## src/common/procyon_pkg.sv

```systemverilog
package procyon_pkg;

    localparam int DATA_WIDTH  = 32;
    localparam int ADDR_WIDTH  = 32;
    localparam int REG_COUNT   = 32;
    localparam int ROB_DEPTH   = 16;
    localparam int RS_DEPTH    = 4;
    localparam int FETCH_DEPTH = 4;
    localparam int PC_STEP     = 4;

    // RV32I major opcodes that the core decodes
    localparam logic [6:0] OPC_OP     = 7'b0110011;
    localparam logic [6:0] OPC_OP_IMM = 7'b0010011;
    localparam logic [6:0] OPC_LUI    = 7'b0110111;

    typedef logic [DATA_WIDTH-1:0]        data_t;
    typedef logic [ADDR_WIDTH-1:0]        addr_t;
    typedef logic [31:0]                  insn_t;
    typedef logic [$clog2(REG_COUNT)-1:0] reg_idx_t;
    typedef logic [$clog2(ROB_DEPTH)-1:0] rob_tag_t;

    typedef enum logic [3:0] {
        ALU_ADD,
        ALU_SUB,
        ALU_AND,
        ALU_OR,
        ALU_XOR,
        ALU_SLL,
        ALU_SRL,
        ALU_SRA,
        ALU_SLT,
        ALU_SLTU
    } alu_op_e;

    typedef struct packed {
        alu_op_e  op;
        reg_idx_t rsrc_a;
        reg_idx_t rsrc_b;
        reg_idx_t rdest;
        data_t    imm;
        logic     imm_b;
        logic     zero_a;
    } decoded_t;

    typedef struct packed {
        logic     rdy;
        rob_tag_t tag;
        data_t    data;
    } operand_t;

    typedef struct packed {
        alu_op_e  op;
        data_t    src_a;
        data_t    src_b;
        rob_tag_t tag;
    } issue_t;

    typedef struct packed {
        logic     en;
        rob_tag_t tag;
        data_t    data;
    } cdb_t;

    typedef struct packed {
        logic     en;
        reg_idx_t rdest;
        rob_tag_t tag;
        data_t    data;
    } retire_t;

endpackage
```

## src/rtl/procyon_regmap.sv

```systemverilog
`timescale 1ns/1ps

module procyon_regmap
    import procyon_pkg::*;
(
    input  logic     clk,
    input  logic     i_rst,

    input  reg_idx_t i_lookup_rsrc_a,
    input  reg_idx_t i_lookup_rsrc_b,
    output operand_t o_lookup_a,
    output operand_t o_lookup_b,

    input  logic     i_rename_en,
    input  reg_idx_t i_rename_rdest,
    input  rob_tag_t i_rename_tag,

    input  retire_t  i_retire
);

    data_t    regs_data [REG_COUNT];
    rob_tag_t regs_tag  [REG_COUNT];
    logic     regs_rdy  [REG_COUNT];

    function automatic operand_t lookup(reg_idx_t idx);
        operand_t res;
        res.rdy  = regs_rdy[idx];
        res.tag  = regs_tag[idx];
        res.data = regs_data[idx];
        // Bypass a retire of the pending producer
        if (i_retire.en && i_retire.rdest == idx && i_retire.tag == regs_tag[idx]) begin
            res.rdy  = 1'b1;
            res.data = i_retire.data;
        end
        if (idx == '0) begin
            res.rdy  = 1'b1;
            res.data = '0;
        end
        return res;
    endfunction

    always_comb begin
        o_lookup_a = lookup(i_lookup_rsrc_a);
        o_lookup_b = lookup(i_lookup_rsrc_b);
    end

    always_ff @(posedge clk) begin
        if (i_rst) begin
            for (int i = 0; i < REG_COUNT; i++) begin
                regs_data[i] <= '0;
                regs_tag[i]  <= '0;
                regs_rdy[i]  <= 1'b1;
            end
        end else begin
            if (i_retire.en && i_retire.rdest != '0) begin
                regs_data[i_retire.rdest] <= i_retire.data;
                if (regs_tag[i_retire.rdest] == i_retire.tag) begin
                    regs_rdy[i_retire.rdest] <= 1'b1;
                end
            end
            // A rename in the same cycle overrides the retire
            if (i_rename_en && i_rename_rdest != '0) begin
                regs_rdy[i_rename_rdest] <= 1'b0;
                regs_tag[i_rename_rdest] <= i_rename_tag;
            end
        end
    end

endmodule

```

## config.mk

```make
export PLATFORM = sky130hd
export DESIGN_NAME = procyon_regmap
export DESIGN_NICKNAME = d
export VERILOG_FILES = /design/src/common/procyon_pkg.sv /design/src/rtl/procyon_regmap.sv
export SDC_FILE = /design/constraint.sdc
export NUM_CORES = 2
export LEC_CHECK = 0
export BUFFER_PORTS_ARGS = -buffer_cell sky130_fd_sc_hd__buf_4
export CAP_MARGIN = 10
export CORE_MARGIN = 2
export CORE_UTILIZATION = 35
export DETAILED_ROUTE_END_ITERATION = 8
export SYNTH_ARGS = -nofsm -noshare
export SYNTH_HDL_FRONTEND = slang
export SYNTH_SLANG_ARGS = --single-unit
export TNS_END_PERCENT = 30
```

## constraint.sdc

```tcl
create_clock -name clk -period 4.43 [get_ports clk]
set_input_delay 0.2215 -clock clk [delete_from_list [all_inputs] [get_ports clk]]
set_output_delay 0.2215 -clock clk [all_outputs]
set_load 0.02 [all_outputs]
```

Word-level counts from Yosys, hierarchy flattened
Memories as Yosys holds them, arrays and structs flattened.
Cells that the tools add are included.
- logic and storage cells: 54
- input bits: 64
- output and inout bits: 74
- memories kept: 3
- register bits after elaboration: 0
- memory bits (writable): 1184
- muxes and demuxes: 32
- equal/unequal tests: 5
- reduce and logical (&&, ||, !) cells: 14
- memories (memory ; words ; width ; read ports ; clocked after memory_dff ; wr ports ; line ; source):
    regs_data ; 32 ; 32 ; 2 ; 0 ; 32 ; procyon_regmap.sv:21 ; data_t regs_data [REG_COUNT];
    regs_tag ; 32 ; 4 ; 3 ; 0 ; 32 ; procyon_regmap.sv:22 ; rob_tag_t regs_tag [REG_COUNT];
    regs_rdy ; 32 ; 1 ; 2 ; 0 ; 32 ; procyon_regmap.sv:23 ; logic regs_rdy [REG_COUNT];
- operators by type and width (cell ; number):
    32-bit two-way mux ; 5
    32-bit OR reduction ; 1
    1-bit two-way mux ; 22
    5-bit two-way mux ; 4
    4-bit equality test ; 3
    5-bit equality test ; 2
    5-bit zero test ; 2
    5-bit nonzero test ; 2
    1-bit logical AND ; 6
    4-bit two-way mux ; 1
    4-bit OR reduction ; 1
    1-bit OR reduction ; 2

Logic depth before layout (Yosys ltp)
An unclocked memory read counts as a cell.
- depth after elaboration: 8
- mapped depth: 13
- mapped depth without buffers: 7

Worst setup path after synthesis
OpenSTA, ideal clock, no wires.
- path kind: input port to output port
- from: input port i_lookup_rsrc_b[2]
- to: output port o_lookup_b[10] in the netlist's numbering
- slack: 1.164 ns
- stages on the path: 11
- arrival time: 3.044 ns
- buffers on the path: 4
- data required time: 4.208 ns
- path through: buf_2 > buf_2 > buf_2 > nand2_1 > o32ai_1 > nor3_1 > a31oi_1 > mux2_2 > nand4_1 > buf_4 > mux2i_1
- RTL lines (what ; line ; source):
    start, declared ; procyon_regmap.sv:10 ; input reg_idx_t i_lookup_rsrc_b,
    end, declared ; procyon_regmap.sv:12 ; output operand_t o_lookup_b,

==> metrics.txt <==
clk_skew=0.0138 ns; simple-gate share of the synthesized area=14.0%; drt first pass iters=5; most frequent cells in the layout=edfxtp_1, and2_1, mux4_2; crit path DAT=4.07 ns; post-route ant nets=0; Root Buffer=clkbuf_16; max_cap viols=0; First DRT Iteration DRCs=6298; CTS tree=done; CTS resizes=0; pwr dens=374 nW/µm²; DR vias=41225; Post-Synthesis Cells=4291; row count=158; Seq cells post-synth=1184; Core ar.=186000 µm²; crit path time final=4.29 ns; EDFF count, synth=1152; Residual DRC=0; routed length per instance=32.8 µm; Syn. warnings=0; Setup crit end kind=primary output; critical hold path startpoint=i_rename_tag[0]; port buffer count=137; worst r2r src=regs_tag[23][3]; commonest non-fill, non-tap cell in the layout=edfxtp_1; Placed Cells=6627; Die Area=191000 µm²; Final Max Slew Viols=0; CTS Buf Count=130; RD Place Congestion=0.861; largest net degree at the start of global routing=119; CTS clk-pin slew, worst paths=0.06 ns; Synth Area in XOR/XNOR=0.267%; Crit path required time=4.21 ns; die width=437 µm; hold crit path type=input port to register; number of setup violations in the final report=0; synthesized cell area=65500 µm²; global route overflow=0; nets=4383; Setup TNS Final=0 ns; Critical Path Source Type=register; Distinct cells, synth=58; Worst-Margin Slew=1.31 ns; H-tree level count=4; largest family of logic cells by synthesized area=multiplexers; r2r setup slk=1.96 ns; vias in the first global route=40573; hold depth=2; RSZ-0062 raised after global routing=no; Worst R2R Path Depth=8; hold_ws=0.0568 ns; initial antenna violation count=24; Final Hold Fails=0; clk_lat worst skew=0.78 ns; final std cells w/o fill=6905; first-pass GRT wire length=317000 µm; Rel. slew slack=11.8%; boundary pin count=138; post-synthesis adder-cell area fraction=0%; area fraction in compound gates after synthesis=1.37%; average size of a mapped cell=15.3 µm²; ys async rst share=0%; fmax=0.233 GHz; post-synthesis sequential area ratio=53.8%; post-synthesis mux area share=27.7%; GRT Overall Usage=23.5%; Crit. Startpoint=regs_tag[23][1]; CP max FO=11; Primary FF master, synth=edfxtp_1; Total Routed Length=226000 µm; initial core utilization=35.3%; status=finished clean; vias per inst=5.97; critical setup path kind=register to primary output; Post-DP HPWL=129000 µm; share of cells above drive strength 1=29.4%; Lkg Pwr=25.7 nW; Die Ht=437 µm; Syn-to-layout area delta=12.9%; final worst-path cycle share=96.9%; Max clock buf depth=3; CTS Sinks=1184; Peak VDD IR=0.244 mV
==> critical path: stages, from the launching register on <==
cell      delay [ns]
edfxtp_1        0.44
mux4_2          0.53
a22o_1          0.25
nor3_1          0.29
a31oi_1         0.19
xnor2_1         0.20
nand4_1         0.51
buf_4           0.46
mux2i_1         0.22
buf_4           0.17
==> cells in the mapped netlist, types with 9 or more instances <==
library cell  instances  area, µm²
o22ai_1              35        219
mux2i_1             132       1320
nor2_1              101        379
mux2_2               45        507
mux4_2              713      16100
nand2_1             246        923
buf_2                57        285
buf_1                39        146
dfxtp_1              32        641
xnor2_1              16        140
nor3_1               14       70.1
o21ai_0              35        175
and2_1             1118       6990
nor2b_1              17        106
clkbuf_1            330       1240
nand2b_1              9       56.3
buf_4                 9       67.6
or2_2                64        400
a22oi_1              10       75.1
mux4_1               10        263
edfxtp_1           1152      34600
==> layer usage <==
metal	part of all wire, %	routed length, µm	GRT usage, %
met5	0.015	34	0
met4	3.4	7630	7.76
met3	11	24600	5.69
met2	47	106000	36.9
met1	39	87900	32.0
==> timing repair <==
action | CTS | global route
hold buffers | 37 | 0
hold endpoints to repair | 1045 | 0
buffers inserted | 3 | 0
endpoints found under the setup margin | 12 | 0
==> path summary, 6_finish.rpt <==
check / to
max: o_lookup_b[25]
min: regs_tag[19][0]
max reg2reg: regs_rdy[5]
min reg2reg: regs_rdy[0]
==> stage by stage <==
step           worst slack [ns]  area, µm²  util (%)  power (mW)
3_3_place_gp              0.599      69500      37.4        17.1
6_report                  0.136      74000      39.9        27.7
5_1_grt                  0.0172      74000      39.9        28.4
4_1_cts                   0.117      74000      39.9        27.8
2_1_floorplan              1.16      65700         -        15.7
3_5_place_dp              0.581      69500      37.4        17.2
==> state kept, by name (all words and copies together), names as in the netlist <==
signal,cells
regs_data,1024
regs_tag,128
regs_rdy,32
==> where the power goes <==
part | internal, mW | switching, mW | leakage (nW)
clock network | 6.03 | 4.67 | 1.99
registers | 12.9 | 0.319 | 11.2
logic | 1.70 | 2.10 | 12.4
==> cell type report <==
class / count / area (µm²)
repair buffers: 304 / 2770
flip-flops and latches: 1184 / 35200
clock buffers: 170 / 3550
inverters: 3 / 11.3
fillers: 16929 / 112000
well taps: 2480 / 3100
multi-input cells: 2696 / 28800
diodes: 3 / 7.51
clock inverters: 65 / 534
==> logic make-up (layout without fill, tap and decap cells) <==
kind of cell	count (synthesis)	after routing
AO/OA/AOI/OAI	133	133
XOR/XNOR	20	20
buffers and inverters	446	542
flip-flops	1184	1184
multiplexers	900	900
other	1	39
AND/OR/NAND/NOR	1607	1607
Note: power is estimated with default switching activity, not from simulation.
