## src/common/procyon_pkg.sv

```systemverilog
package procyon_pkg;

    localparam int DATA_WIDTH  = 32;
    localparam int ADDR_WIDTH  = 32;
    localparam int REG_COUNT   = 32;
    localparam int ROB_DEPTH   = 16;
    localparam int RS_DEPTH    = 4;
    localparam int FETCH_DEPTH = 4;
    localparam int PC_STEP     = 4;

    // RV32I major opcodes that the core decodes
    localparam logic [6:0] OPC_OP     = 7'b0110011;
    localparam logic [6:0] OPC_OP_IMM = 7'b0010011;
    localparam logic [6:0] OPC_LUI    = 7'b0110111;

    typedef logic [DATA_WIDTH-1:0]        data_t;
    typedef logic [ADDR_WIDTH-1:0]        addr_t;
    typedef logic [31:0]                  insn_t;
    typedef logic [$clog2(REG_COUNT)-1:0] reg_idx_t;
    typedef logic [$clog2(ROB_DEPTH)-1:0] rob_tag_t;

    typedef enum logic [3:0] {
        ALU_ADD,
        ALU_SUB,
        ALU_AND,
        ALU_OR,
        ALU_XOR,
        ALU_SLL,
        ALU_SRL,
        ALU_SRA,
        ALU_SLT,
        ALU_SLTU
    } alu_op_e;

    typedef struct packed {
        alu_op_e  op;
        reg_idx_t rsrc_a;
        reg_idx_t rsrc_b;
        reg_idx_t rdest;
        data_t    imm;
        logic     imm_b;
        logic     zero_a;
    } decoded_t;

    typedef struct packed {
        logic     rdy;
        rob_tag_t tag;
        data_t    data;
    } operand_t;

    typedef struct packed {
        alu_op_e  op;
        data_t    src_a;
        data_t    src_b;
        rob_tag_t tag;
    } issue_t;

    typedef struct packed {
        logic     en;
        rob_tag_t tag;
        data_t    data;
    } cdb_t;

    typedef struct packed {
        logic     en;
        reg_idx_t rdest;
        rob_tag_t tag;
        data_t    data;
    } retire_t;

endpackage
```

## src/ieu/procyon_rs.sv

```systemverilog
`timescale 1ns/1ps

module procyon_rs
    import procyon_pkg::*;
(
    input  logic     clk,
    input  logic     i_rst,

    input  logic     i_en,
    input  decoded_t i_decoded,
    input  operand_t i_src_a,
    input  operand_t i_src_b,
    input  rob_tag_t i_dst_tag,
    input  cdb_t     i_cdb,
    output logic     o_full,

    output logic     o_issue_valid,
    output issue_t   o_issue
);

    typedef logic [$clog2(RS_DEPTH)-1:0] slot_idx_t;

    logic [RS_DEPTH-1:0] slot_valid;
    alu_op_e             slot_op  [RS_DEPTH];
    operand_t            slot_a   [RS_DEPTH];
    operand_t            slot_b   [RS_DEPTH];
    rob_tag_t            slot_tag [RS_DEPTH];
    slot_idx_t           free_idx;
    slot_idx_t           issue_idx;
    operand_t            enq_a;
    operand_t            enq_b;

    function automatic operand_t wake(operand_t src);
        operand_t res;
        res = src;
        if (i_cdb.en && !src.rdy && src.tag == i_cdb.tag) begin
            res.rdy  = 1'b1;
            res.data = i_cdb.data;
        end
        return res;
    endfunction

    // Immediate and zero operands are ready on entry
    always_comb begin
        enq_a = i_src_a;
        enq_b = i_src_b;
        if (i_decoded.zero_a) begin
            enq_a = '{rdy: 1'b1, tag: '0, data: '0};
        end
        if (i_decoded.imm_b) begin
            enq_b = '{rdy: 1'b1, tag: '0, data: i_decoded.imm};
        end
    end

    // Lowest index wins for both allocate and issue
    always_comb begin
        free_idx      = '0;
        issue_idx     = '0;
        o_issue_valid = 1'b0;
        for (int i = RS_DEPTH - 1; i >= 0; i--) begin
            if (!slot_valid[i]) begin
                free_idx = slot_idx_t'(i);
            end
            if (slot_valid[i] && slot_a[i].rdy && slot_b[i].rdy) begin
                issue_idx     = slot_idx_t'(i);
                o_issue_valid = 1'b1;
            end
        end
        o_issue.op    = slot_op[issue_idx];
        o_issue.src_a = slot_a[issue_idx].data;
        o_issue.src_b = slot_b[issue_idx].data;
        o_issue.tag   = slot_tag[issue_idx];
    end

    assign o_full = &slot_valid;

    always_ff @(posedge clk) begin
        if (i_rst) begin
            slot_valid <= '0;
        end else begin
            if (o_issue_valid) begin
                slot_valid[issue_idx] <= 1'b0;
            end
            if (i_en) begin
                slot_valid[free_idx] <= 1'b1;
            end
        end
    end

    always_ff @(posedge clk) begin
        for (int i = 0; i < RS_DEPTH; i++) begin
            slot_a[i] <= wake(slot_a[i]);
            slot_b[i] <= wake(slot_b[i]);
        end
        if (i_en) begin
            slot_op[free_idx]  <= i_decoded.op;
            slot_a[free_idx]   <= enq_a;
            slot_b[free_idx]   <= enq_b;
            slot_tag[free_idx] <= i_dst_tag;
        end
    end

endmodule

```

## config.mk

```make
export PLATFORM = sky130hd
export DESIGN_NAME = procyon_rs
export DESIGN_NICKNAME = d
export VERILOG_FILES = /design/src/common/procyon_pkg.sv /design/src/ieu/procyon_rs.sv
export SDC_FILE = /design/constraint.sdc
export NUM_CORES = 1
export LEC_CHECK = 0
export ABC_AREA = 1
export CAP_MARGIN = 20
export CORE_MARGIN = 3
export CORE_UTILIZATION = 58
export DETAILED_ROUTE_END_ITERATION = 12
export DONT_BUFFER_PORTS = 1
export GPL_TIMING_DRIVEN = 0
export PLACE_DENSITY = 0.76
export RECOVER_POWER = 25
export SLEW_MARGIN = 20
export SYNTH_ARGS = -nofsm -noshare
export SYNTH_HDL_FRONTEND = slang
export SYNTH_SLANG_ARGS = --single-unit
```

## constraint.sdc

```tcl
create_clock -name clk -period 2.25 [get_ports clk]
set_input_delay 0 -clock clk [delete_from_list [all_inputs] [get_ports clk]]
set_output_delay 0 -clock clk [all_outputs]
set_load 0.05 [all_outputs]
```

; Word-level counts from Yosys, hierarchy flattened
; Memory sizes are Yosys's and may differ from the RTL's.
; Cells that the tools add are included.
[totals]
register_bits = 4
latch_bits = 0
ram_bits = 328
mem_bits_ro = 0
inputBits = 171
out_inout_bits = 74
mem_count = 4
[classes]
add_sub_neg = 0
multipliers = 0
n_div = 0
n_lt_le_gt_ge = 4
n_eq_ne = 8
n_shift = 0
mux = 39
bitwise_logic = 3
n_reduce_logical = 35
[memory_table]
columns = name, depth, word_bits, rd, rd_clocked_by_memory_dff, wr, line_no
row1 = slot_a, 4, 37, 5, 0, 5, procyon_rs.sv:25  ; operand_t slot_a [RS_DEPTH];
row2 = slot_b, 4, 37, 5, 0, 5, procyon_rs.sv:26  ; operand_t slot_b [RS_DEPTH];
row3 = slot_op, 4, 4, 1, 0, 1, procyon_rs.sv:24  ; alu_op_e slot_op [RS_DEPTH];
row4 = slot_tag, 4, 4, 1, 0, 1, procyon_rs.sv:27  ; rob_tag_t slot_tag [RS_DEPTH];
[op_table]
columns = operator, n
row1 = $mux 32, 8
row2 = $mux 37, 2
row3 = $eq 4x4->1, 8
row4 = $logic_and 1x1->1, 26
row5 = $mux 1, 16
row6 = $mux 2, 8
row7 = $mux 4, 3
row8 = $logic_not 1->1, 8
row9 = $lt 2x3->1 const B, 2
row10 = $and 4x4->4, 1
row11 = $demux 1 s2, 2
row12 = $ge 2x1->1 const B, 2
row13 = $not 4->4, 1
row14 = $or 4x4->4, 1
row15 = $reduce_and 4->1, 1

; Logic depth before layout (Yosys ltp)
[depth]
depth_word = 16
mapped_depth = 10
ltp_nobuf = 9

; Worst setup path after synthesis
; OpenSTA, ideal clock, no wires.
[synth_timing]
kind = reg-to-reg
startpoint = reg slot_valid[2]
endpoint = mem slot_a[1][0] (netlist bit) (enable)
setup_time_ps = 389
t_arrival_ps = 1747
slack_ps = 114
stages_incl_launch_ff = 8
path_buffers = 1
cell_sequence = dfxtp_1 -> nand2_1 -> nand3_1 -> nand2_1 -> nor2_2 -> buf_4 -> inv_1 -> nand2_1
[synth_lines]
columns = element, line_no
row1 = from (decl), procyon_rs.sv:23  ; logic [RS_DEPTH-1:0] slot_valid;
row2 = from (signal assigned), procyon_rs.sv:79  ; slot_valid <= '0;
row3 = "from (signal, indexed assignment)", procyon_rs.sv:82  ; slot_valid[issue_idx] <= 1'b0;
row4 = "from (signal, indexed assignment)", procyon_rs.sv:85  ; slot_valid[free_idx] <= 1'b1;
row5 = to (decl), procyon_rs.sv:25

==> results.yml <==
synthesis:
  syn_inst: 1901
  synthesis.area_um2: 16800
  yosysSeqAreaShare: 0.585
  syn_avg_cell_area_um2: 8.85
  synth_warnings: 0
  ys_seq_elements: 332
  ys_types: 23
  syn_nets: 2072
sta:
  rsz0062_at_grt: "yes"
  period_share: 0.994
  setup_viol: 0
  fin_skew_ns: 0.0195
  slew-limit-headroom: 0.333
  setup_slack_ns: 0.0134
  fmax_mhz: 447
  finalMaxSlewViolations: 0
  min_period_ns: 2.24
  finalHoldViolations: 0
  tightest_slew_ns: 1.00
floorplanning:
  core.rowCount: 61
  num_io_pins: 245
  initial_core_util: 0.597
  die_area_um2: 31100
  die_w_um: 176
  die_h_um: 176
  coreArea_um2: 28200
pwr:
  leakage_nw: 8.83
  cellPowerDensity_nw_per_um2: 764
  ir_worst_vdd_uv: 514
place:
  dpl.cell_count: 2287
  portBuffers: 0
  gp_congestion: 0.905
  place_ws_ns: -0.182
  dp_hpwl_mm: 39.6
critical_path:
  crit_path_max_fanout: 10
  endpoint_kind: "output pin"
  worst-endpoint-required_ns: 2.25
  crit_arrival_ns: 2.24
  criticalPathCategory: "register to output pin"
  setup.worst_path.start_class: "register"
cells_and_area:
  final_util: 0.762
  layout_common_cells: "nand2_1, edfxtp_1, nand3_1, o21ai_0, inv_1"
  stdcell_count: 2515
  areaGrowthSynthToFinish_pct: 27.6
  multiInputGateArea_um2: 6610
  drive_gt1_frac: 0.127
  layout.nets: 2277
  final_common_cell: "nand2_1"
  seq_area_um2: 9860
  fillers: 1743
drt:
  top_layer_used: "met5"
  vias: 16300
  first_pass_iters: 7
  wl_per_cell_um: 25.2
  met2_length_mm: 29.2
  drtIter0Drc: 2471
  ant_nets: 0
  wirelength_mm: 63.5
  avgViaCountPerCell: 6.48
  dr_wl_met3_mm: 9.68
  drc: 0
  wl_met1_mm: 20.4
grt:
  antenna_found_initial: 4
  grt_usage: 0.393
  grt_pass1_wl_mm: 91.4
  grt_pass1_vias: 16100
  grt_overflow: 0
  grt_max_degree: 26
job:
  drv_cap: 0
clock_tree:
  cts-root-buf: "clkbuf_16"
  clkSlewWorstSetupHoldPaths_ns: 0.06
  htree_levels: 2
  cts_tree: "built"
  numClockSinks: 332
  numCtsBuffers: 37
  cts_buffer_depth: 3
  clkLatencyLatePin_ns: 0.53
outcome:
  status: "finished clean"
worst_hold_path:
  hold_class: "input pin to register"
-- registers in the layout, indices dropped and copies added (netlist names) --
| name | count |
|---|---|
| slot_valid | 4 |
| slot_tag | 16 |
| slot_a | 148 |
| slot_b | 148 |
| slot_op | 16 |
-- area by class of cell --
type                       count  area share
sequential                   332       0.459
multi-input combinational   1214       0.308
timing repair buffer         166      0.0826
clock buffer                  48      0.0475
inverter                     225      0.0395
buffer                       130      0.0372
tap                          378      0.0220
clock inverter                18     0.00385
antenna                        4    0.000466
-- critical path, stage by stage (launching register included) --
cell	delay, ns
dfxtp_1	0.35
nand3_4	0.16
buf_2	0.36
buf_2	0.37
nand4_1	0.22
nand3_4	0.23
-- repair_timing --
action | 4_1_cts | 5_1_grt
pin swaps | 7 | 6
buffers inserted | 5 | 2
endpoints found under the hold margin | 332 | 0
hold buffers | 151 | 0
setup endpoints to repair | 167 | 265
gates resized for setup | 198 | 83
-- Yosys cell counts, drive strengths merged --
library cell / n / area (µm²)
nand2: 525 / 1980
edfxtp: 320 / 9610
nand3: 303 / 1520
o21ai: 258 / 1290
inv: 199 / 747
buf: 82 / 445
nand4: 72 / 450
clkbuf: 48 / 180
nor2: 42 / 178
clkinv: 26 / 97.6
dfxtp: 12 / 240
a21oi: 9 / 45.0
xnor2: 3 / 26.3
or2: 2 / 12.5
-- per-stage QoR --
step / power [mW] / hold slack, ns / setup TNS (ns) / area (µm²)
finish: 16.4 / 0.0266 / 0 / 21500
global route: 16.7 / 0.0404 / -0.510 / 21500
CTS: 16.1 / 0.00431 / -0.0423 / 21200
detailed placement: 10.0 / 0.0734 / -14.31 / 17500
global placement: 9.93 / 0.0718 / -219.53 / 17300
floorplan: 9.31 / 0.0691 / 0 / 16800
-- metal layers --
layer,track usage,vias up
met1,0.470,7535
li1,-,6879
met4,0.230,2
met3,0.126,362
met5,0,-
met2,0.628,1521
-- power breakdown --
| group | internal (mW) | total, mW | switching, mW |
|---|---|---|---|
| Clock | 3.19 | 5.70 | 2.51 |
| Combinational | 0.887 | 3.31 | 2.43 |
| Sequential | 7.23 | 7.39 | 0.164 |
| Total | 11.3 | 16.4 | 5.10 |
-- kinds of logic (layout without fill, tap and decap cells) --
| kind of cell | count (synthesis) | count (layout) | synth area share |
|---|---|---|---|
| compound gates | 267 | 267 | 0.0794 |
| buf+inv | 355 | 587 | 0.0874 |
| xor+xnor | 3 | 3 | 0.00156 |
| flops | 332 | 332 | 0.585 |
| other cells | 0 | 4 | 0 |
| simple gates | 944 | 944 | 0.246 |
-- final timing paths --
check	end	from	cells after the start	slack (ns)
min	slot_b[2][13]$_DFFE_PP_	i_decoded[15]	4	0.03
max	o_issue[16]	slot_b[0][36]$_DFF_P_	5	0.01
max reg2reg	slot_a[1][7]$_DFFE_PP_	slot_valid[3]$_SDFF_PP0_	6	0.03
min reg2reg	slot_valid[1]$_SDFF_PP0_	slot_valid[1]$_SDFF_PP0_	2	0.53
Note: power is estimated with default switching activity, not from simulation.
