**src/common/procyon_pkg.sv**
```systemverilog
package procyon_pkg;

    localparam int DATA_WIDTH  = 32;
    localparam int ADDR_WIDTH  = 32;
    localparam int REG_COUNT   = 32;
    localparam int ROB_DEPTH   = 16;
    localparam int RS_DEPTH    = 4;
    localparam int FETCH_DEPTH = 4;
    localparam int PC_STEP     = 4;

    // RV32I major opcodes that the core decodes
    localparam logic [6:0] OPC_OP     = 7'b0110011;
    localparam logic [6:0] OPC_OP_IMM = 7'b0010011;
    localparam logic [6:0] OPC_LUI    = 7'b0110111;

    typedef logic [DATA_WIDTH-1:0]        data_t;
    typedef logic [ADDR_WIDTH-1:0]        addr_t;
    typedef logic [31:0]                  insn_t;
    typedef logic [$clog2(REG_COUNT)-1:0] reg_idx_t;
    typedef logic [$clog2(ROB_DEPTH)-1:0] rob_tag_t;

    typedef enum logic [3:0] {
        ALU_ADD,
        ALU_SUB,
        ALU_AND,
        ALU_OR,
        ALU_XOR,
        ALU_SLL,
        ALU_SRL,
        ALU_SRA,
        ALU_SLT,
        ALU_SLTU
    } alu_op_e;

    typedef struct packed {
        alu_op_e  op;
        reg_idx_t rsrc_a;
        reg_idx_t rsrc_b;
        reg_idx_t rdest;
        data_t    imm;
        logic     imm_b;
        logic     zero_a;
    } decoded_t;

    typedef struct packed {
        logic     rdy;
        rob_tag_t tag;
        data_t    data;
    } operand_t;

    typedef struct packed {
        alu_op_e  op;
        data_t    src_a;
        data_t    src_b;
        rob_tag_t tag;
    } issue_t;

    typedef struct packed {
        logic     en;
        rob_tag_t tag;
        data_t    data;
    } cdb_t;

    typedef struct packed {
        logic     en;
        reg_idx_t rdest;
        rob_tag_t tag;
        data_t    data;
    } retire_t;

endpackage
```
**src/rob/procyon_rob.sv**
```systemverilog
`timescale 1ns/1ps

module procyon_rob
    import procyon_pkg::*;
(
    input  logic     clk,
    input  logic     i_rst,

    input  logic     i_enq_en,
    input  reg_idx_t i_enq_rdest,
    output rob_tag_t o_tail_tag,
    output logic     o_full,

    input  operand_t i_lookup_a,
    input  operand_t i_lookup_b,
    output operand_t o_src_a,
    output operand_t o_src_b,

    input  cdb_t     i_cdb,
    output retire_t  o_retire
);

    reg_idx_t                       rob_rdest [ROB_DEPTH];
    data_t                          rob_data  [ROB_DEPTH];
    logic [ROB_DEPTH-1:0]           rob_valid;
    logic [ROB_DEPTH-1:0]           rob_done;
    rob_tag_t                       head;
    rob_tag_t                       tail;
    logic [$clog2(ROB_DEPTH+1)-1:0] count;
    logic                           retire_en;

    function automatic operand_t resolve(operand_t src);
        operand_t res;
        res = src;
        if (!src.rdy) begin
            if (rob_done[src.tag]) begin
                res.rdy  = 1'b1;
                res.data = rob_data[src.tag];
            end else if (i_cdb.en && i_cdb.tag == src.tag) begin
                res.rdy  = 1'b1;
                res.data = i_cdb.data;
            end
        end
        return res;
    endfunction

    assign o_tail_tag = tail;
    assign o_full     = (count == ROB_DEPTH);
    assign retire_en  = rob_valid[head] & rob_done[head];

    always_comb begin
        o_src_a        = resolve(i_lookup_a);
        o_src_b        = resolve(i_lookup_b);
        o_retire.en    = retire_en;
        o_retire.rdest = rob_rdest[head];
        o_retire.tag   = head;
        o_retire.data  = rob_data[head];
    end

    always_ff @(posedge clk) begin
        if (i_rst) begin
            head      <= '0;
            tail      <= '0;
            count     <= '0;
            rob_valid <= '0;
            rob_done  <= '0;
        end else begin
            if (i_enq_en) begin
                rob_valid[tail] <= 1'b1;
                rob_done[tail]  <= 1'b0;
                tail            <= tail + 1'b1;
            end
            if (i_cdb.en) begin
                rob_done[i_cdb.tag] <= 1'b1;
            end
            if (retire_en) begin
                rob_valid[head] <= 1'b0;
                head            <= head + 1'b1;
            end
            if (i_enq_en && !retire_en) begin
                count <= count + 1'b1;
            end else if (!i_enq_en && retire_en) begin
                count <= count - 1'b1;
            end
        end
    end

    always_ff @(posedge clk) begin
        if (i_enq_en) begin
            rob_rdest[tail] <= i_enq_rdest;
        end
        // x0 results are dropped here so x0 retires as zero
        if (i_cdb.en) begin
            rob_data[i_cdb.tag] <= (rob_rdest[i_cdb.tag] == '0) ? '0 : i_cdb.data;
        end
    end

    assert property (@(posedge clk) disable iff (i_rst) i_enq_en |-> !o_full);
    assert property (@(posedge clk) disable iff (i_rst) i_cdb.en |-> rob_valid[i_cdb.tag]);

endmodule

```
**config.mk**
```make
export PLATFORM = sky130hd
export DESIGN_NAME = procyon_rob
export DESIGN_NICKNAME = d
export VERILOG_FILES = /design/src/common/procyon_pkg.sv /design/src/rob/procyon_rob.sv
export SDC_FILE = /design/constraint.sdc
export NUM_CORES = 1
export LEC_CHECK = 0
export BUFFER_PORTS_ARGS = -buffer_cell sky130_fd_sc_hd__buf_2
export CAP_MARGIN = 0
export CORE_MARGIN = 3
export CORE_UTILIZATION = 35
export DETAILED_ROUTE_END_ITERATION = 8
export PLACE_DENSITY_LB_ADDON = 0.2
export SYNTH_ARGS = -nofsm -noshare
export SYNTH_HDL_FRONTEND = slang
export SYNTH_SLANG_ARGS = --single-unit
```
**constraint.sdc**
```tcl
create_clock -name clk -period 5.2 [get_ports clk]
set_clock_uncertainty 0.05 [all_clocks]
set_input_delay 0.52 -clock clk [delete_from_list [all_inputs] [get_ports clk]]
set_output_delay 0.52 -clock clk [all_outputs]
set_load 0.01 [all_outputs]
```
; ---- After elaboration in Yosys (flattened, before gate mapping)
; Memory sizes are Yosys's and may differ from the RTL's. A register that Yosys moved wholly into a read port is not among the register bits.
; Cells that the tools add are included.
[totals]
ff_bits = 45
ram_bits = 592
in_bits = 119
output_inout_bits = 121
word_cells = 83
n_memories = 2
[mem_list]
columns = name, words, word_bits, rd, rd_ports_with_merged_regs, write_ports, line_no
row1 = rob_data, 16, 32, 3, 1, 1, procyon_rob.sv:24  ; data_t rob_data [ROB_DEPTH];
row2 = rob_rdest, 16, 5, 2, 1, 1, procyon_rob.sv:23  ; reg_idx_t rob_rdest [ROB_DEPTH];
[classes]
add_sub_neg = 4
order_cmp = 8
n_eq_ne = 3
mux = 43
n_bitwise = 7
n_reduce_logical = 11
[op_table]
columns = operator, count
row1 = 2-to-1 mux 32 bit, 7
row2 = 2-to-1 mux 16 bit, 6
row3 = AND 16 bit, 2
row4 = NOT 16 bit, 2
row5 = OR 16 bit, 2
row6 = < comparator 4 x 5 -> 1 bit (second input constant), 5
row7 = 2-to-1 mux 1 bit, 17
row8 = binary-select mux 1 bit (select 4 bit), 4
row9 = 2-to-1 mux 4 bit, 4
row10 = demux 1 bit (select 4 bit), 3
row11 = >= comparator 4 x 1 -> 1 bit (second input constant), 3
row12 = 2-to-1 mux 5 bit, 2
row13 = adder 4 x 1 -> 4 bit (second input constant), 2
row14 = == test 4 bit, 2
row15 = logical AND 1 bit, 7
row16 = adder 5 x 1 -> 5 bit (second input constant), 1
row17 = == test 5 bit (second input constant), 1
row18 = logical NOT 5 bit, 1
row19 = subtractor 5 x 1 -> 5 bit (second input constant), 1
row20 = logical NOT 1 bit, 2
row21 = nonzero test 2 bit, 1
row22 = AND 1 bit, 1

; ---- Longest topological paths before layout
[depth]
depth_word = 10
mapped_depth = 15
mapped_depth_nobuf = 13

; ---- Least setup slack after synthesis
; No wires, ideal clock.
[synth_path]
path_type = input -> register
start = in i_cdb[32] (netlist bit)
end = mem rob_data[0][0] (netlist bit), enable pin
setup_ps = 463
t_arrival_ps = 3505
slack_ps = 1182
cell_stages = 3
n_path_buf = 1
path_cell_list = clkbuf_1 > or3b_2 > nor3_1
[synth_rtl]
columns = element, line_no
row1 = from (decl), procyon_rob.sv:19  ; input cdb_t i_cdb,
row2 = to (decl), procyon_rob.sv:24
; No word-level cell before the write port.

==> results.py <==
metrics = {
    "outcome": {
        "outcome": "finished, final reports clean",
    },
    "global_routing": {
        "overflow": 0,
        "grt_pass1_wl_um": 166000,
        "antenna_found_initial": 3,
        "grt_pass1_vias": 23123,
        "grt_max_degree": 108,
        "grt_usage_pct": 22.2,
    },
    "timing": {
        "fin_crit_sh_pct": 76.1,
        "hold_violations": 0,
        "fin_tns_setup_ns": 0,
        "finalCriticalPeriod_ns": 3.96,
        "relSlewSlack_pct": 17.6,
        "rsz0062_at_grt": "no",
        "worst_pin_slew_ns": 1.24,
        "fmax_mhz": 253,
        "worst_hold_slack_ns": 0.245,
        "slew_viol_final": 0,
        "final-setup-viol-count": 0,
    },
    "setup_path": {
        "max_stage_delay_ns": 1.03,
        "worstPathCellList": "buf_4 -> mux4_2 -> mux4_2 -> buf_2",
        "cp_data_arrival_time_ns": 3.39,
        "critPathSlowestCell": "dfxtp_4",
        "worstReg2RegStart": "head[1]",
        "cp-end-kind": "output port",
        "worstSetupStartpointType": "flop",
        "critical_path.endpoint": "o_retire[19]",
        "worstSetupPathType": "reg -> out",
        "crit_fanout": 42,
        "ff2ff_setup_slack_ns": 1.26,
        "regToRegEndpoint": "count[4]",
        "cp.required_ns": 4.63,
        "crit_path_frequent_cell": "mux4_2",
        "reg2reg_depth": 13,
    },
    "final_layout": {
        "fin_cells": 3585,
        "n_fill_cell": 8784,
        "fin_util_pct": 40.7,
        "area_growth_pct": 14.9,
        "drive_above_1_share_pct": 39.9,
        "nets": 2372,
    },
    "clocking": {
        "insertion_delay_ns": 0.61,
        "cts_buffers": 75,
        "h-tree-depth": 3,
        "cts_root_buf": "clkbuf_16",
        "clock_sinks": 641,
        "cts_resized": 0,
        "cts_tree": "yes",
        "clkTransAtPathRegs_ns": 0.06,
        "clk_path_buf_depth": 3,
        "post_cts_buffers": 0,
        "hold_buffers": 0,
    },
    "pwr": {
        "leakagePower_nw": 13.4,
        "pwr_density_cell_mw_per_mm2": 302,
        "peakVddDrop_uv": 236,
        "finalPower_mw": 12.2,
    },
    "placement": {
        "hpwl_um": 70900,
        "io_buffers": 239,
        "dp_cells": 3450,
        "place_congestion": 0.817,
    },
    "yosys": {
        "synth_seq_cells": 641,
        "post_synth_num_cell_types": 47,
        "synth_largest_area_cell": "edfxtp_1",
        "syn_avg_cell_area_um2": 17.0,
        "synthTopCellsByArea": "edfxtp_1, mux4_2, a22o_1, dfxtp_1, mux2i_1",
        "netlist_area_mm2": 0.0351,
        "yosys.area.top_type_share_pct": 50.7,
        "synth.net_count": 2189,
        "yosys_warnings": 0,
        "synth_seq_area_share_pct": 53.5,
        "synth_cells": 2057,
    },
    "detailed_routing": {
        "drtIter0Drc": 2426,
        "drc_errors": 0,
        "drt_wl_total_um": 116000,
        "drt-vias-per-instance": 6.27,
        "vias": 22481,
        "ant_nets": 0,
        "dr.pass1.iters": 5,
        "wl_per_cell_um": 32.5,
    },
    "worst_hold_path": {
        "hold_class": "in -> reg",
    },
    "floorplanning": {
        "rows": 115,
        "io_pins": 240,
        "die_h_um": 323,
        "die_w_um": 323,
        "die-area_mm2": 0.104,
        "core-area_mm2": 0.0989,
        "start_util_pct": 35.5,
    },
    "run": {
        "drv_cap": 0,
    },
}
-- per-layer routing --
metal | vias to the layer above | track usage, % | part of all wire [%]
met5 | - | 0 | 0
met4 | 0 | 6.64 | 2.9
met3 | 209 | 4.18 | 8.0
met2 | 1095 | 37.2 | 49
met1 | 12011 | 29.5 | 40
li1 | 9166 | - | -
-- stage by stage --
stage	worst slack, ns	instance area [um2]
after floorplan	1.18	35100
after global placement	1.24	37900
after detailed placement	1.21	37900
after CTS	1.13	40300
after global routing	1.01	40300
final	1.24	40300
-- final cells by class --
class | instances | area [um2] | area share, %
clock inverter | 48 | 438 | 1.09
multi-input combinational | 1192 | 15500 | 38.5
clock buffer | 86 | 1960 | 4.87
inverter | 21 | 78.8 | 0.196
antenna | 1 | 2.50 | 0.00621
timing repair buffer | 309 | 1920 | 4.76
tap | 1287 | 1610 | 4.00
sequential | 641 | 18800 | 46.6
-- worst min-delay path by stage --
stage	from	to	slack, ns	cells past startpoint
CTS	i_enq_en	o_tail_tag[0]	0.22	3
floorplan	count[4]	count[4]	0.40	2
finish	i_enq_en	o_tail_tag[0]	0.25	3
detailed placement	rob_valid[2]	rob_valid[2]	0.44	2
global route	i_enq_en	o_tail_tag[0]	0.25	3
global placement	count[4]	count[4]	0.42	2
-- state kept, by name (all words and copies together), names as in the netlist, named ones only --
name,cells
count,5
head,4
o_tail_tag,4
rob_data,512
rob_rdest,80
rob_done,16
rob_valid,16
-- cell usage after synthesis, drive strengths merged --
cell type,n
a21o,2
clkbuf,109
nor3,76
or4,8
nor2,136
a311oi,16
nor4,1
and3b,1
o22ai,32
a21oi,22
a22o,132
and2,5
nand4,2
or3b,1
o21ai,1
mux2i,69
a31oi,1
xor2,3
mux2,2
nand2,58
nand3,11
fa,1
or3,1
a22oi,2
o31ai,8
dfxtp,49
inv,21
ha,12
nor3b,1
nand2b,36
buf,94
o22a,64
or2,2
mux4,459
a211oi,1
nand3b,4
o211a,1
xnor2,13
nor2b,7
edfxtp,592
and3,1
-- power by group --
part	internal, mW	switching [mW]
Sequential	5.73	0.0373
Combinational	0.485	0.737
Clock	3.05	2.12
Total	9.27	2.90
-- placed cells by master, fill, tap and decap left out, types with 3 or more instances in the layout --
cell,synthesis,final
clkinv_1,0,17
buf_4,11,57
edfxtp_1,592,592
nand3b_1,4,4
ha_1,12,12
inv_6,0,3
xnor2_1,13,13
inv_1,19,19
mux2i_1,69,69
o22ai_1,32,31
nand3_1,11,9
o31ai_1,8,8
clkinv_2,0,16
nand2b_1,36,36
nor2b_1,7,3
o22a_1,64,64
buf_2,58,235
nand2_1,58,56
nor3_1,76,72
clkbuf_1,109,9
nor3_2,0,4
mux4_2,459,459
nor2b_4,0,4
nor2_4,0,14
dfxtp_4,0,3
a311oi_1,16,16
clkbuf_16,0,77
or4_1,8,8
bufinv_16,0,7
and2_1,5,3
dfxtp_1,49,45
a22o_1,132,132
xor2_1,3,3
nor2_1,134,120
a21oi_1,20,20
buf_12,0,13
-- worst max-delay path: cells and delay by family, from the launching register on --
kind | cells | cell delay [ns]
buf+inv | 2 | 0.60
flops | 1 | 1.03
mux | 2 | 1.08
-- cells by family after synthesis --
group / after synthesis / synth area share (%)
flops: 641 / 53.5
buf+inv: 224 / 2.85
simple gates: 351 / 4.72
xor+xnor: 16 / 0.400
fa+ha+maj: 13 / 0.485
compound gates: 282 / 6.54
mux: 530 / 31.5
(Power assumes the default switching activity.)
