## src/common/procyon_pkg.sv

```systemverilog
package procyon_pkg;

    localparam int DATA_WIDTH  = 32;
    localparam int ADDR_WIDTH  = 32;
    localparam int REG_COUNT   = 32;
    localparam int ROB_DEPTH   = 16;
    localparam int RS_DEPTH    = 4;
    localparam int FETCH_DEPTH = 4;
    localparam int PC_STEP     = 4;

    // RV32I major opcodes that the core decodes
    localparam logic [6:0] OPC_OP     = 7'b0110011;
    localparam logic [6:0] OPC_OP_IMM = 7'b0010011;
    localparam logic [6:0] OPC_LUI    = 7'b0110111;

    typedef logic [DATA_WIDTH-1:0]        data_t;
    typedef logic [ADDR_WIDTH-1:0]        addr_t;
    typedef logic [31:0]                  insn_t;
    typedef logic [$clog2(REG_COUNT)-1:0] reg_idx_t;
    typedef logic [$clog2(ROB_DEPTH)-1:0] rob_tag_t;

    typedef enum logic [3:0] {
        ALU_ADD,
        ALU_SUB,
        ALU_AND,
        ALU_OR,
        ALU_XOR,
        ALU_SLL,
        ALU_SRL,
        ALU_SRA,
        ALU_SLT,
        ALU_SLTU
    } alu_op_e;

    typedef struct packed {
        alu_op_e  op;
        reg_idx_t rsrc_a;
        reg_idx_t rsrc_b;
        reg_idx_t rdest;
        data_t    imm;
        logic     imm_b;
        logic     zero_a;
    } decoded_t;

    typedef struct packed {
        logic     rdy;
        rob_tag_t tag;
        data_t    data;
    } operand_t;

    typedef struct packed {
        alu_op_e  op;
        data_t    src_a;
        data_t    src_b;
        rob_tag_t tag;
    } issue_t;

    typedef struct packed {
        logic     en;
        rob_tag_t tag;
        data_t    data;
    } cdb_t;

    typedef struct packed {
        logic     en;
        reg_idx_t rdest;
        rob_tag_t tag;
        data_t    data;
    } retire_t;

endpackage
```

## src/rtl/procyon_fetch.sv

```systemverilog
`timescale 1ns/1ps

module procyon_fetch
    import procyon_pkg::*;
(
    input  logic  clk,
    input  logic  i_rst,

    input  logic  i_ic_valid,
    input  insn_t i_ic_insn,
    output logic  o_ic_en,
    output addr_t o_ic_pc,

    input  logic  i_ready,
    output logic  o_valid,
    output insn_t o_insn
);

    insn_t                            queue [FETCH_DEPTH];
    logic [$clog2(FETCH_DEPTH)-1:0]   wr_ptr;
    logic [$clog2(FETCH_DEPTH)-1:0]   rd_ptr;
    logic [$clog2(FETCH_DEPTH+1)-1:0] count;
    logic [$clog2(FETCH_DEPTH+1)-1:0] count_next;
    logic                             push;
    logic                             pop;

    assign push    = o_ic_en & i_ic_valid;
    assign pop     = o_valid & i_ready;
    assign o_valid = (count != '0);
    assign o_insn  = queue[rd_ptr];

    always_comb begin
        count_next = count;
        if (push && !pop) begin
            count_next = count + 1'b1;
        end else if (!push && pop) begin
            count_next = count - 1'b1;
        end
    end

    always_ff @(posedge clk) begin
        if (i_rst) begin
            o_ic_pc <= '0;
            o_ic_en <= 1'b1;
            wr_ptr  <= '0;
            rd_ptr  <= '0;
            count   <= '0;
        end else begin
            if (push) begin
                o_ic_pc <= o_ic_pc + addr_t'(PC_STEP);
                wr_ptr  <= wr_ptr + 1'b1;
            end
            if (pop) begin
                rd_ptr <= rd_ptr + 1'b1;
            end
            count   <= count_next;
            // Stop requesting once the last slot is taken
            o_ic_en <= (count_next != FETCH_DEPTH);
        end
    end

    always_ff @(posedge clk) begin
        if (push) begin
            queue[wr_ptr] <= i_ic_insn;
        end
    end

    assert property (@(posedge clk) disable iff (i_rst) push |-> count != FETCH_DEPTH);

endmodule

```

## config.mk

```make
export PLATFORM = sky130hd
export DESIGN_NAME = procyon_fetch
export DESIGN_NICKNAME = d
export VERILOG_FILES = /design/src/common/procyon_pkg.sv /design/src/rtl/procyon_fetch.sv
export SDC_FILE = /design/constraint.sdc
export NUM_CORES = 1
export LEC_CHECK = 0
export BUFFER_PORTS_ARGS = -buffer_cell sky130_fd_sc_hd__buf_4
export CORE_ASPECT_RATIO = 1.5
export CORE_MARGIN = 2
export CORE_UTILIZATION = 40
export CTS_CLUSTER_DIAMETER = 150
export DETAILED_ROUTE_END_ITERATION = 12
export HOLD_SLACK_MARGIN = 0.15
export PLACE_DENSITY_LB_ADDON = 0.25
export SLEW_MARGIN = 20
export SYNTH_ARGS = -nofsm -noshare
export SYNTH_HDL_FRONTEND = slang
export SYNTH_SLANG_ARGS = --single-unit
```

## constraint.sdc

```tcl
create_clock -name clk -period 4.8 [get_ports clk]
set_clock_uncertainty 0.15 [all_clocks]
set_input_delay 0.48 -clock clk [delete_from_list [all_inputs] [get_ports clk]]
set_output_delay 0.48 -clock clk [all_outputs]
set_load 0.02 [all_outputs]
```

## After elaboration in Yosys (flattened, before gate mapping)

Memory sizes are Yosys's and may differ from the RTL's. A register that Yosys moved wholly into a read port is not among the register bits.
Cells that the tools add are included.
W data, S select, Z words.

| word-level totals | value |
|---|---|
| bits of input ports | 36 |
| register bits after elaboration | 40 |
| word-level logic and storage cells | 25 |
| output and inout port bits | 66 |
| memory bits (writable) | 128 |
| memories | 1 |

| operators by class | value |
|---|---|
| bitwise gates (word level) | 2 |
| reductions and logical operators | 5 |
| equal/unequal tests | 1 |
| mux-type cells | 6 |
| add/subtract/negate cells | 5 |

Memory list:

| memory | depth | width | rd ports | clocked after memory_dff | write ports | line | source |
|---|---|---|---|---|---|---|---|
| queue | 4 | 32 | 1 | 1 | 1 | procyon_fetch.sv:19 | `insn_t queue [FETCH_DEPTH];` |

Operators with widths:

| operator | count |
|---|---|
| $add A32 B3 Y32 const B | 1 |
| $mux W3 | 2 |
| $add A2 B1 Y2 const B | 2 |
| $mux W2 | 2 |
| $add A3 B1 Y3 const B | 1 |
| $ne A3 B3 Y1 const B | 1 |
| $reduce_bool A3 Y1 | 1 |
| $sub A3 B1 Y3 const B | 1 |
| $and A1 B1 Y1 | 2 |
| $logic_and A1 B1 Y1 | 2 |
| $logic_not A1 Y1 | 2 |
| $mux W1 | 2 |

## Depth between registers and ports, before layout

Gate-level depths: netlist of the first run.

| depth | value |
|---|---|
| word-level depth | 6 |
| mapped depth | 7 |
| depth with buffers taken out | 6 |

## Worst setup path before layout of the first run

OpenSTA, ideal clock, no wires.

| timing path | value |
|---|---|
| kind | reg-to-output |
| from | reg (tool-made name) |
| to | out o_insn[10] |
| required time | 4170 ps |
| stages on the path, launching flop included | 4 |
| buffers on the path | 2 |
| arrival time | 1692 ps |
| path slack | 2478 ps |
| path through | dfxtp_1 -> clkbuf_1 -> buf_1 -> mux4_2 |

RTL lines:

| element | line | source |
|---|---|---|
| end, declared | procyon_fetch.sv:16 | `output insn_t o_insn` |

==> results.py, run 1 <==
metrics = {
    "global_route": {
        "antenna_found_initial": 0,
        "grtUsageTotal": 0.155,
        "grt-ovfl-total": 0,
        "grt_pass1_wl_um": 20600,
        "first_global_vias": 4087,
        "grt_max_degree": 40,
    },
    "logic_synthesis": {
        "yosysSeqAreaShare": 0.705,
        "synth_ff_type": "edfxtp_1",
        "ys_warn_count": 0,
        "synth.cell_area_sq_mm": 0.00659,
        "ys_ff_latch": 168,
        "synth_common_cells": "edfxtp_1, dfxtp_1, mux4_2, a21oi_1",
        "yosysTopAreaCell": "edfxtp_1",
        "syn_inst": 401,
        "syn_area_per_cell_sq_um": 16.4,
        "yosys.area.top_type_share": 0.584,
        "synth.most_common_cell": "edfxtp_1",
        "async_flop_share": 0,
        "synth_cell_type_count": 37,
        "synth.area.top_cells": "edfxtp_1, dfxtp_1, mux4_2, a21oi_1, or4_1",
        "synth-edff-count": 128,
    },
    "final_layout": {
        "final_cells": 748,
        "drive_gt1_frac": 0.321,
        "syn_to_final_growth_pct": 27.6,
        "finalInstanceArea_sq_mm": 0.00840,
        "nets": 573,
        "antenna_cells": 0,
        "post-route-util": 0.519,
    },
    "sta": {
        "fin_hold_ws_ps": 245,
        "drv_slew": 0,
        "hold_violations": 0,
        "fin_tns_setup_ps": 0,
        "max_freq_ghz": 0.341,
        "fin_crit_sh": 0.610,
        "tightest_slew_ps": 901,
        "fin_crit_ps": 2930,
        "fin_ws_ps": 1870,
        "slew_headroom": 0.399,
        "rsz0062_at_grt": "no",
        "setup-violations-final": 0,
    },
    "power_and_ir_drop": {
        "power_mw": 3.79,
        "max-vdd-ir-drop_v": 0.000229,
        "p_per_area_mw_per_mm2": 451,
        "leakagePower_nw": 2.89,
    },
    "floorplan": {
        "ioPinCount": 102,
        "fp.dieArea_sq_mm": 0.0175,
        "num_rows": 57,
        "fp.dieW_um": 109,
        "fp.coreArea_sq_mm": 0.0162,
        "start_util": 0.407,
        "fp.dieH_um": 161,
    },
    "critical_path": {
        "worstSetupPathType": "register to output pin",
        "startpoint_type": "register",
        "cp_max_fo": 19,
        "crit_required_ps": 4170,
        "arrival_ps": 2300,
        "worstSetupEndpointType": "output pin",
    },
    "placement": {
        "portBuffers": 99,
        "post-place-ws_ps": 2050,
        "placed_area_sq_mm": 0.00750,
        "gp_routability_congestion": 0.817,
        "dp_hpwl_um": 8360,
        "dp_cells": 684,
    },
    "clocking": {
        "cts_setup_buffers": 0,
        "post_cts_resized": 0,
        "numCtsBuffers": 17,
        "htreeDepth": 4,
        "clk_path_buf_depth": 2,
        "clk_latency_ps": 420,
        "cts_tree": "yes",
        "cts_root_buffer": "clkbuf_16",
        "cts_sinks": 168,
        "clk_pin_slew_worst_paths_ps": 70,
    },
    "detailed_routing": {
        "drc": 0,
        "route.vias.total": 3992,
        "drtAntennaViolNets": 0,
        "dr.pass1.iters": 4,
        "drtIter0Drc": 177,
        "drt-total-wl_um": 13200,
        "avgRoutedWirePerCell_um": 17.6,
        "avgViaCountPerCell": 5.34,
    },
    "min_path": {
        "hp-class": "input port to register",
    },
    "outcome": {
        "status": "completed",
    },
    "run": {
        "maxCapViolCount": 0,
    },
}
-- path summary, 6_finish.rpt --
kind	slack (ps)	endpoint	depth (start not counted)	start
worst min-delay path	250	wr_ptr[1]	3	i_ic_valid
worst max-delay path	1870	o_insn[21]	3	register
worst min register to register	360	o_ic_pc[3]	2	o_ic_pc[3]
worst max register to register	2050	o_ic_pc[26]	4	o_ic_pc[4]
-- cell usage in the layout, fill, tap and decap left out, types with 8 or more instances in the layout --
master | Yosys | final
edfxtp_1 | 128 | 128
buf_4 | 2 | 101
dfxtp_1 | 40 | 38
mux4_2 | 32 | 32
dlygate4sd3_1 | 0 | 32
a21oi_1 | 22 | 22
clkbuf_16 | 0 | 17
nor2_1 | 16 | 16
or4_1 | 14 | 14
nand3_1 | 13 | 13
o31ai_1 | 13 | 13
nand2_1 | 12 | 12
nand4_1 | 11 | 11
xnor2_1 | 9 | 9
inv_1 | 8 | 8
nor3_1 | 8 | 8
ha_1 | 8 | 8
-- critical path: stages, from the launching register on --
cell and delay, ps:
dfxtp_2 650, buf_4 470, mux4_2 580, buf_4 180
-- where the power goes --
part	total (mW)	switching, mW	internal (mW)
Sequential	1.75	0.0749	1.67
Combinational	0.744	0.381	0.363
Clock	1.29	0.601	0.694
Total	3.79	1.06	2.73
-- cell families after synthesis --
kind of cell	after synthesis	synth area share
buffers and inverters	33	0.0213
DFF	168	0.705
adders and majority gates	8	0.0152
and+or+nand+nor	97	0.0836
muxes	32	0.109
other	1	0.000569
xor gates and xnor gates	15	0.0199
AOI/OAI and AO/OA	47	0.0448
-- layout make-up --
class / instances / area, sq um
clock inverters: 15 / 154
well taps: 206 / 258
fillers: 1353 / 7790
multi-input cells: 201 / 1810
clock buffers: 17 / 425
flip-flops and latches: 168 / 4650
inverters: 8 / 30.0
repair buffers: 133 / 1080
-- what timing repair did --
| action | CTS | global route |
|---|---|---|
| setup endpoints to repair | 0 | 0 |
| hold buffers | 32 | 0 |
| endpoints found under the hold margin | 128 | 0 |
-- registers in the layout, indices dropped and copies added (netlist names), named ones only --
register and flops:
wr_ptr 2, queue 128, count 3, o_ic_en 1, o_ic_pc 30, rd_ptr 2
-- layer usage --
metal / vias to the layer above / GRT usage / wire length [um]
li1: 1852 / - / -
met1: 2022 / 0.184 / 5390
met2: 103 / 0.274 / 7080
met3: 15 / 0.0371 / 526
met4: 0 / 0.0484 / 151
met5: - / 0 / 0
Note: power is estimated with default switching activity, not from simulation.
==> inputs of run 2 (changes only) <==
ABC_AREA = 1   (was not set)
clock period = 2.59 ns   (was 4.8 ns; I/O delays follow)
==> results.py, run 2 <==
metrics = {
    "final_layout": {
        "regMostFlops": "queue",
        "largest_reg_flops": 128,
        "drive_gt1_frac": 0.209,
        "finalInstanceArea_sq_mm": 0.00878,
        "nets": 807,
        "layout_common_cells": "edfxtp_1, nor2_1, buf_4, o21ai_0, nand2_1",
        "final_common_cell": "edfxtp_1",
        "largestRegisters": "queue x128, o_ic_pc x30, count x3",
        "syn_to_final_growth_pct": 28.8,
        "fill_cells": 1471,
        "antenna_cells": 0,
    },
    "detailed_routing": {
        "drt-total-wl_um": 15700,
        "drc": 0,
        "avgViaCountPerCell": 5.08,
        "drtIter0Drc": 329,
        "route.vias.total": 5006,
        "dr.pass1.iters": 4,
        "drtAntennaViolNets": 0,
        "avgRoutedWirePerCell_um": 15.9,
    },
    "clocking": {
        "numCtsBuffers": 17,
        "clk_path_buf_depth": 2,
        "cts_root_buffer": "clkbuf_16",
        "cts_tree": "yes",
        "htreeDepth": 4,
        "cts_sinks": 168,
        "cts_setup_buffers": 0,
        "cts_hold_buf": 35,
        "clk_pin_slew_worst_paths_ps": 60,
        "post_cts_resized": 0,
        "clk_latency_ps": 410,
    },
    "sta": {
        "rsz0062_at_grt": "no",
        "fin_hold_ws_ps": 338,
        "fin_crit_ps": 2410,
        "slew_headroom": 0.552,
        "setup-violations-final": 0,
        "hold_violations": 0,
        "max_freq_ghz": 0.415,
        "drv_slew": 0,
        "tightest_slew_ps": 672,
        "fin_crit_sh": 0.931,
    },
    "critical_path": {
        "cp.buffers_inverters": 3,
        "path_delay_family": "buffers and inverters",
        "cp_max_fo": 18,
        "crit_path_frequent_cell": "buf_4",
        "slowest_delay_ps": 430,
        "worstSetupEndpointType": "output pin",
        "crit_chain": "inv_1 > buf_4 > o21ai_0 > o22ai_1 > buf_4",
        "arrival_ps": 2000,
        "r2r_slack_ps": 570,
        "worst_path_max_delay_cell": "inv_1",
        "worstSetupPathType": "register to output pin",
        "startpoint_type": "register",
        "crit_required_ps": 2180,
    },
    "logic_synthesis": {
        "yosysSeqAreaShare": 0.682,
        "syn_area_per_cell_sq_um": 10.9,
        "yosysTopAreaCell": "edfxtp_1",
        "async_flop_share": 0,
        "synth_cell_type_count": 29,
        "syn_inst": 625,
        "synth.area.top_cells": "edfxtp_1, dfxtp_1, nor2_1, o21ai_0, nand2_1",
        "yosys.area.top_type_share": 0.564,
        "synth_ff_type": "edfxtp_1",
        "synth.most_common_cell": "edfxtp_1",
        "synth-edff-count": 128,
        "synth.cell_area_sq_mm": 0.00681,
        "ys_ff_latch": 168,
        "synth_common_cells": "edfxtp_1, nor2_1, o21ai_0, nand2_1, inv_1",
        "ys_warn_count": 0,
    },
    "floorplan": {
        "start_util": 0.408,
        "fp.coreArea_sq_mm": 0.0167,
        "ioPinCount": 102,
        "fp.dieW_um": 111,
        "fp.dieH_um": 164,
        "fp.dieArea_sq_mm": 0.0181,
        "num_rows": 58,
    },
    "global_route": {
        "first_global_vias": 5105,
        "grt-ovfl-total": 0,
        "grtUsageTotal": 0.178,
        "grt_pass1_wl_um": 25300,
        "grt_max_degree": 65,
        "antenna_found_initial": 0,
    },
    "power_and_ir_drop": {
        "max-vdd-ir-drop_v": 0.000511,
        "leakagePower_nw": 3.25,
        "power_mw": 7.29,
        "p_per_area_mw_per_mm2": 831,
    },
    "outcome": {
        "status": "completed",
    },
    "run": {
        "maxCapViolCount": 0,
    },
    "placement": {
        "placed_area_sq_mm": 0.00783,
        "dp_hpwl_um": 10200,
        "gp_routability_congestion": 0.855,
        "portBuffers": 99,
    },
    "min_path": {
        "hp-class": "register to register",
    },
}
run 2: cell count changes after synthesis, sizes merged, moves of 5 or more:
cell / before / now
inv: 8 / 45
nand3: 13 / 27
and3: 7 / 0
xnor2: 9 / 1
o21ai: 4 / 77
o22ai: 0 / 32
mux4: 32 / 0
nor2: 16 / 122
nand2: 12 / 69
or4: 14 / 0
and4: 5 / 0
o31ai: 13 / 0
run 2: final cells by class:
| cell class | instances | area, sq um | share of cell area |
|---|---|---|---|
| clock inverter | 15 | 168 | 0.0191 |
| timing repair buffer | 144 | 1180 | 0.135 |
| sequential | 168 | 4650 | 0.529 |
| clock buffer | 17 | 425 | 0.0485 |
| multi-input combinational | 386 | 1920 | 0.219 |
| inverter | 46 | 173 | 0.0197 |
| tap | 210 | 263 | 0.0299 |
run 2: logic make-up (layout without fill, tap and decap cells):
| kind of cell | Yosys count | in the layout | share of synthesized area |
|---|---|---|---|
| and+or+nand+nor | 234 | 234 | 0.146 |
| DFF | 168 | 168 | 0.682 |
| AOI/OAI and AO/OA | 136 | 136 | 0.108 |
| buffers and inverters | 72 | 222 | 0.0411 |
| adders and majority gates | 8 | 8 | 0.0147 |
| xor gates and xnor gates | 6 | 6 | 0.00771 |
| other | 1 | 2 | 0.000551 |
run 2: power by group:
| group | total (mW) | leakage [nW] | internal, mW | switching (mW) |
|---|---|---|---|---|
| Clock | 2.50 | 0.285 | 1.44 | 1.06 |
| Combinational | 1.63 | 1.46 | 0.595 | 1.04 |
| Sequential | 3.16 | 1.50 | 3.10 | 0.0666 |
| Total | 7.29 | 3.25 | 5.13 | 2.16 |
run 2: stage by stage:
step	util	std cells	setup TNS (ps)	setup slack, ps
2_1_floorplan	-	626	-17650	-138
3_3_place_gp	0.469	919	0	641
3_5_place_dp	0.469	919	0	536
4_1_cts	0.526	986	0	134
5_1_grt	0.526	986	0	56.0
6_report	0.526	986	0	179
run 2: per-layer routing:
layer	GRT usage	share of wire	up-vias
met5	0	0	-
met4	0.0670	0.021	0
met3	0.0413	0.046	22
met2	0.338	0.54	128
met1	0.191	0.39	2403
li1	-	-	2453
run 2: final timing paths:
path / from / end / cells past startpoint
worst max-delay path: register / o_insn[2] / 5
worst min-delay path: rd_ptr[0] / register / 1
worst max register to register: o_ic_en / o_ic_en / 8
worst min register to register: rd_ptr[0] / register / 1
run 2: worst reg2reg max path, cell delays in order (launching register included):
cell and delay, ps:
dfxtp_1 320, nand2_1 490, inv_1 270, nor2_2 230, inv_1 100, nand3_1 110
nand2_1 80, nor2_1 110, nand2_1 50
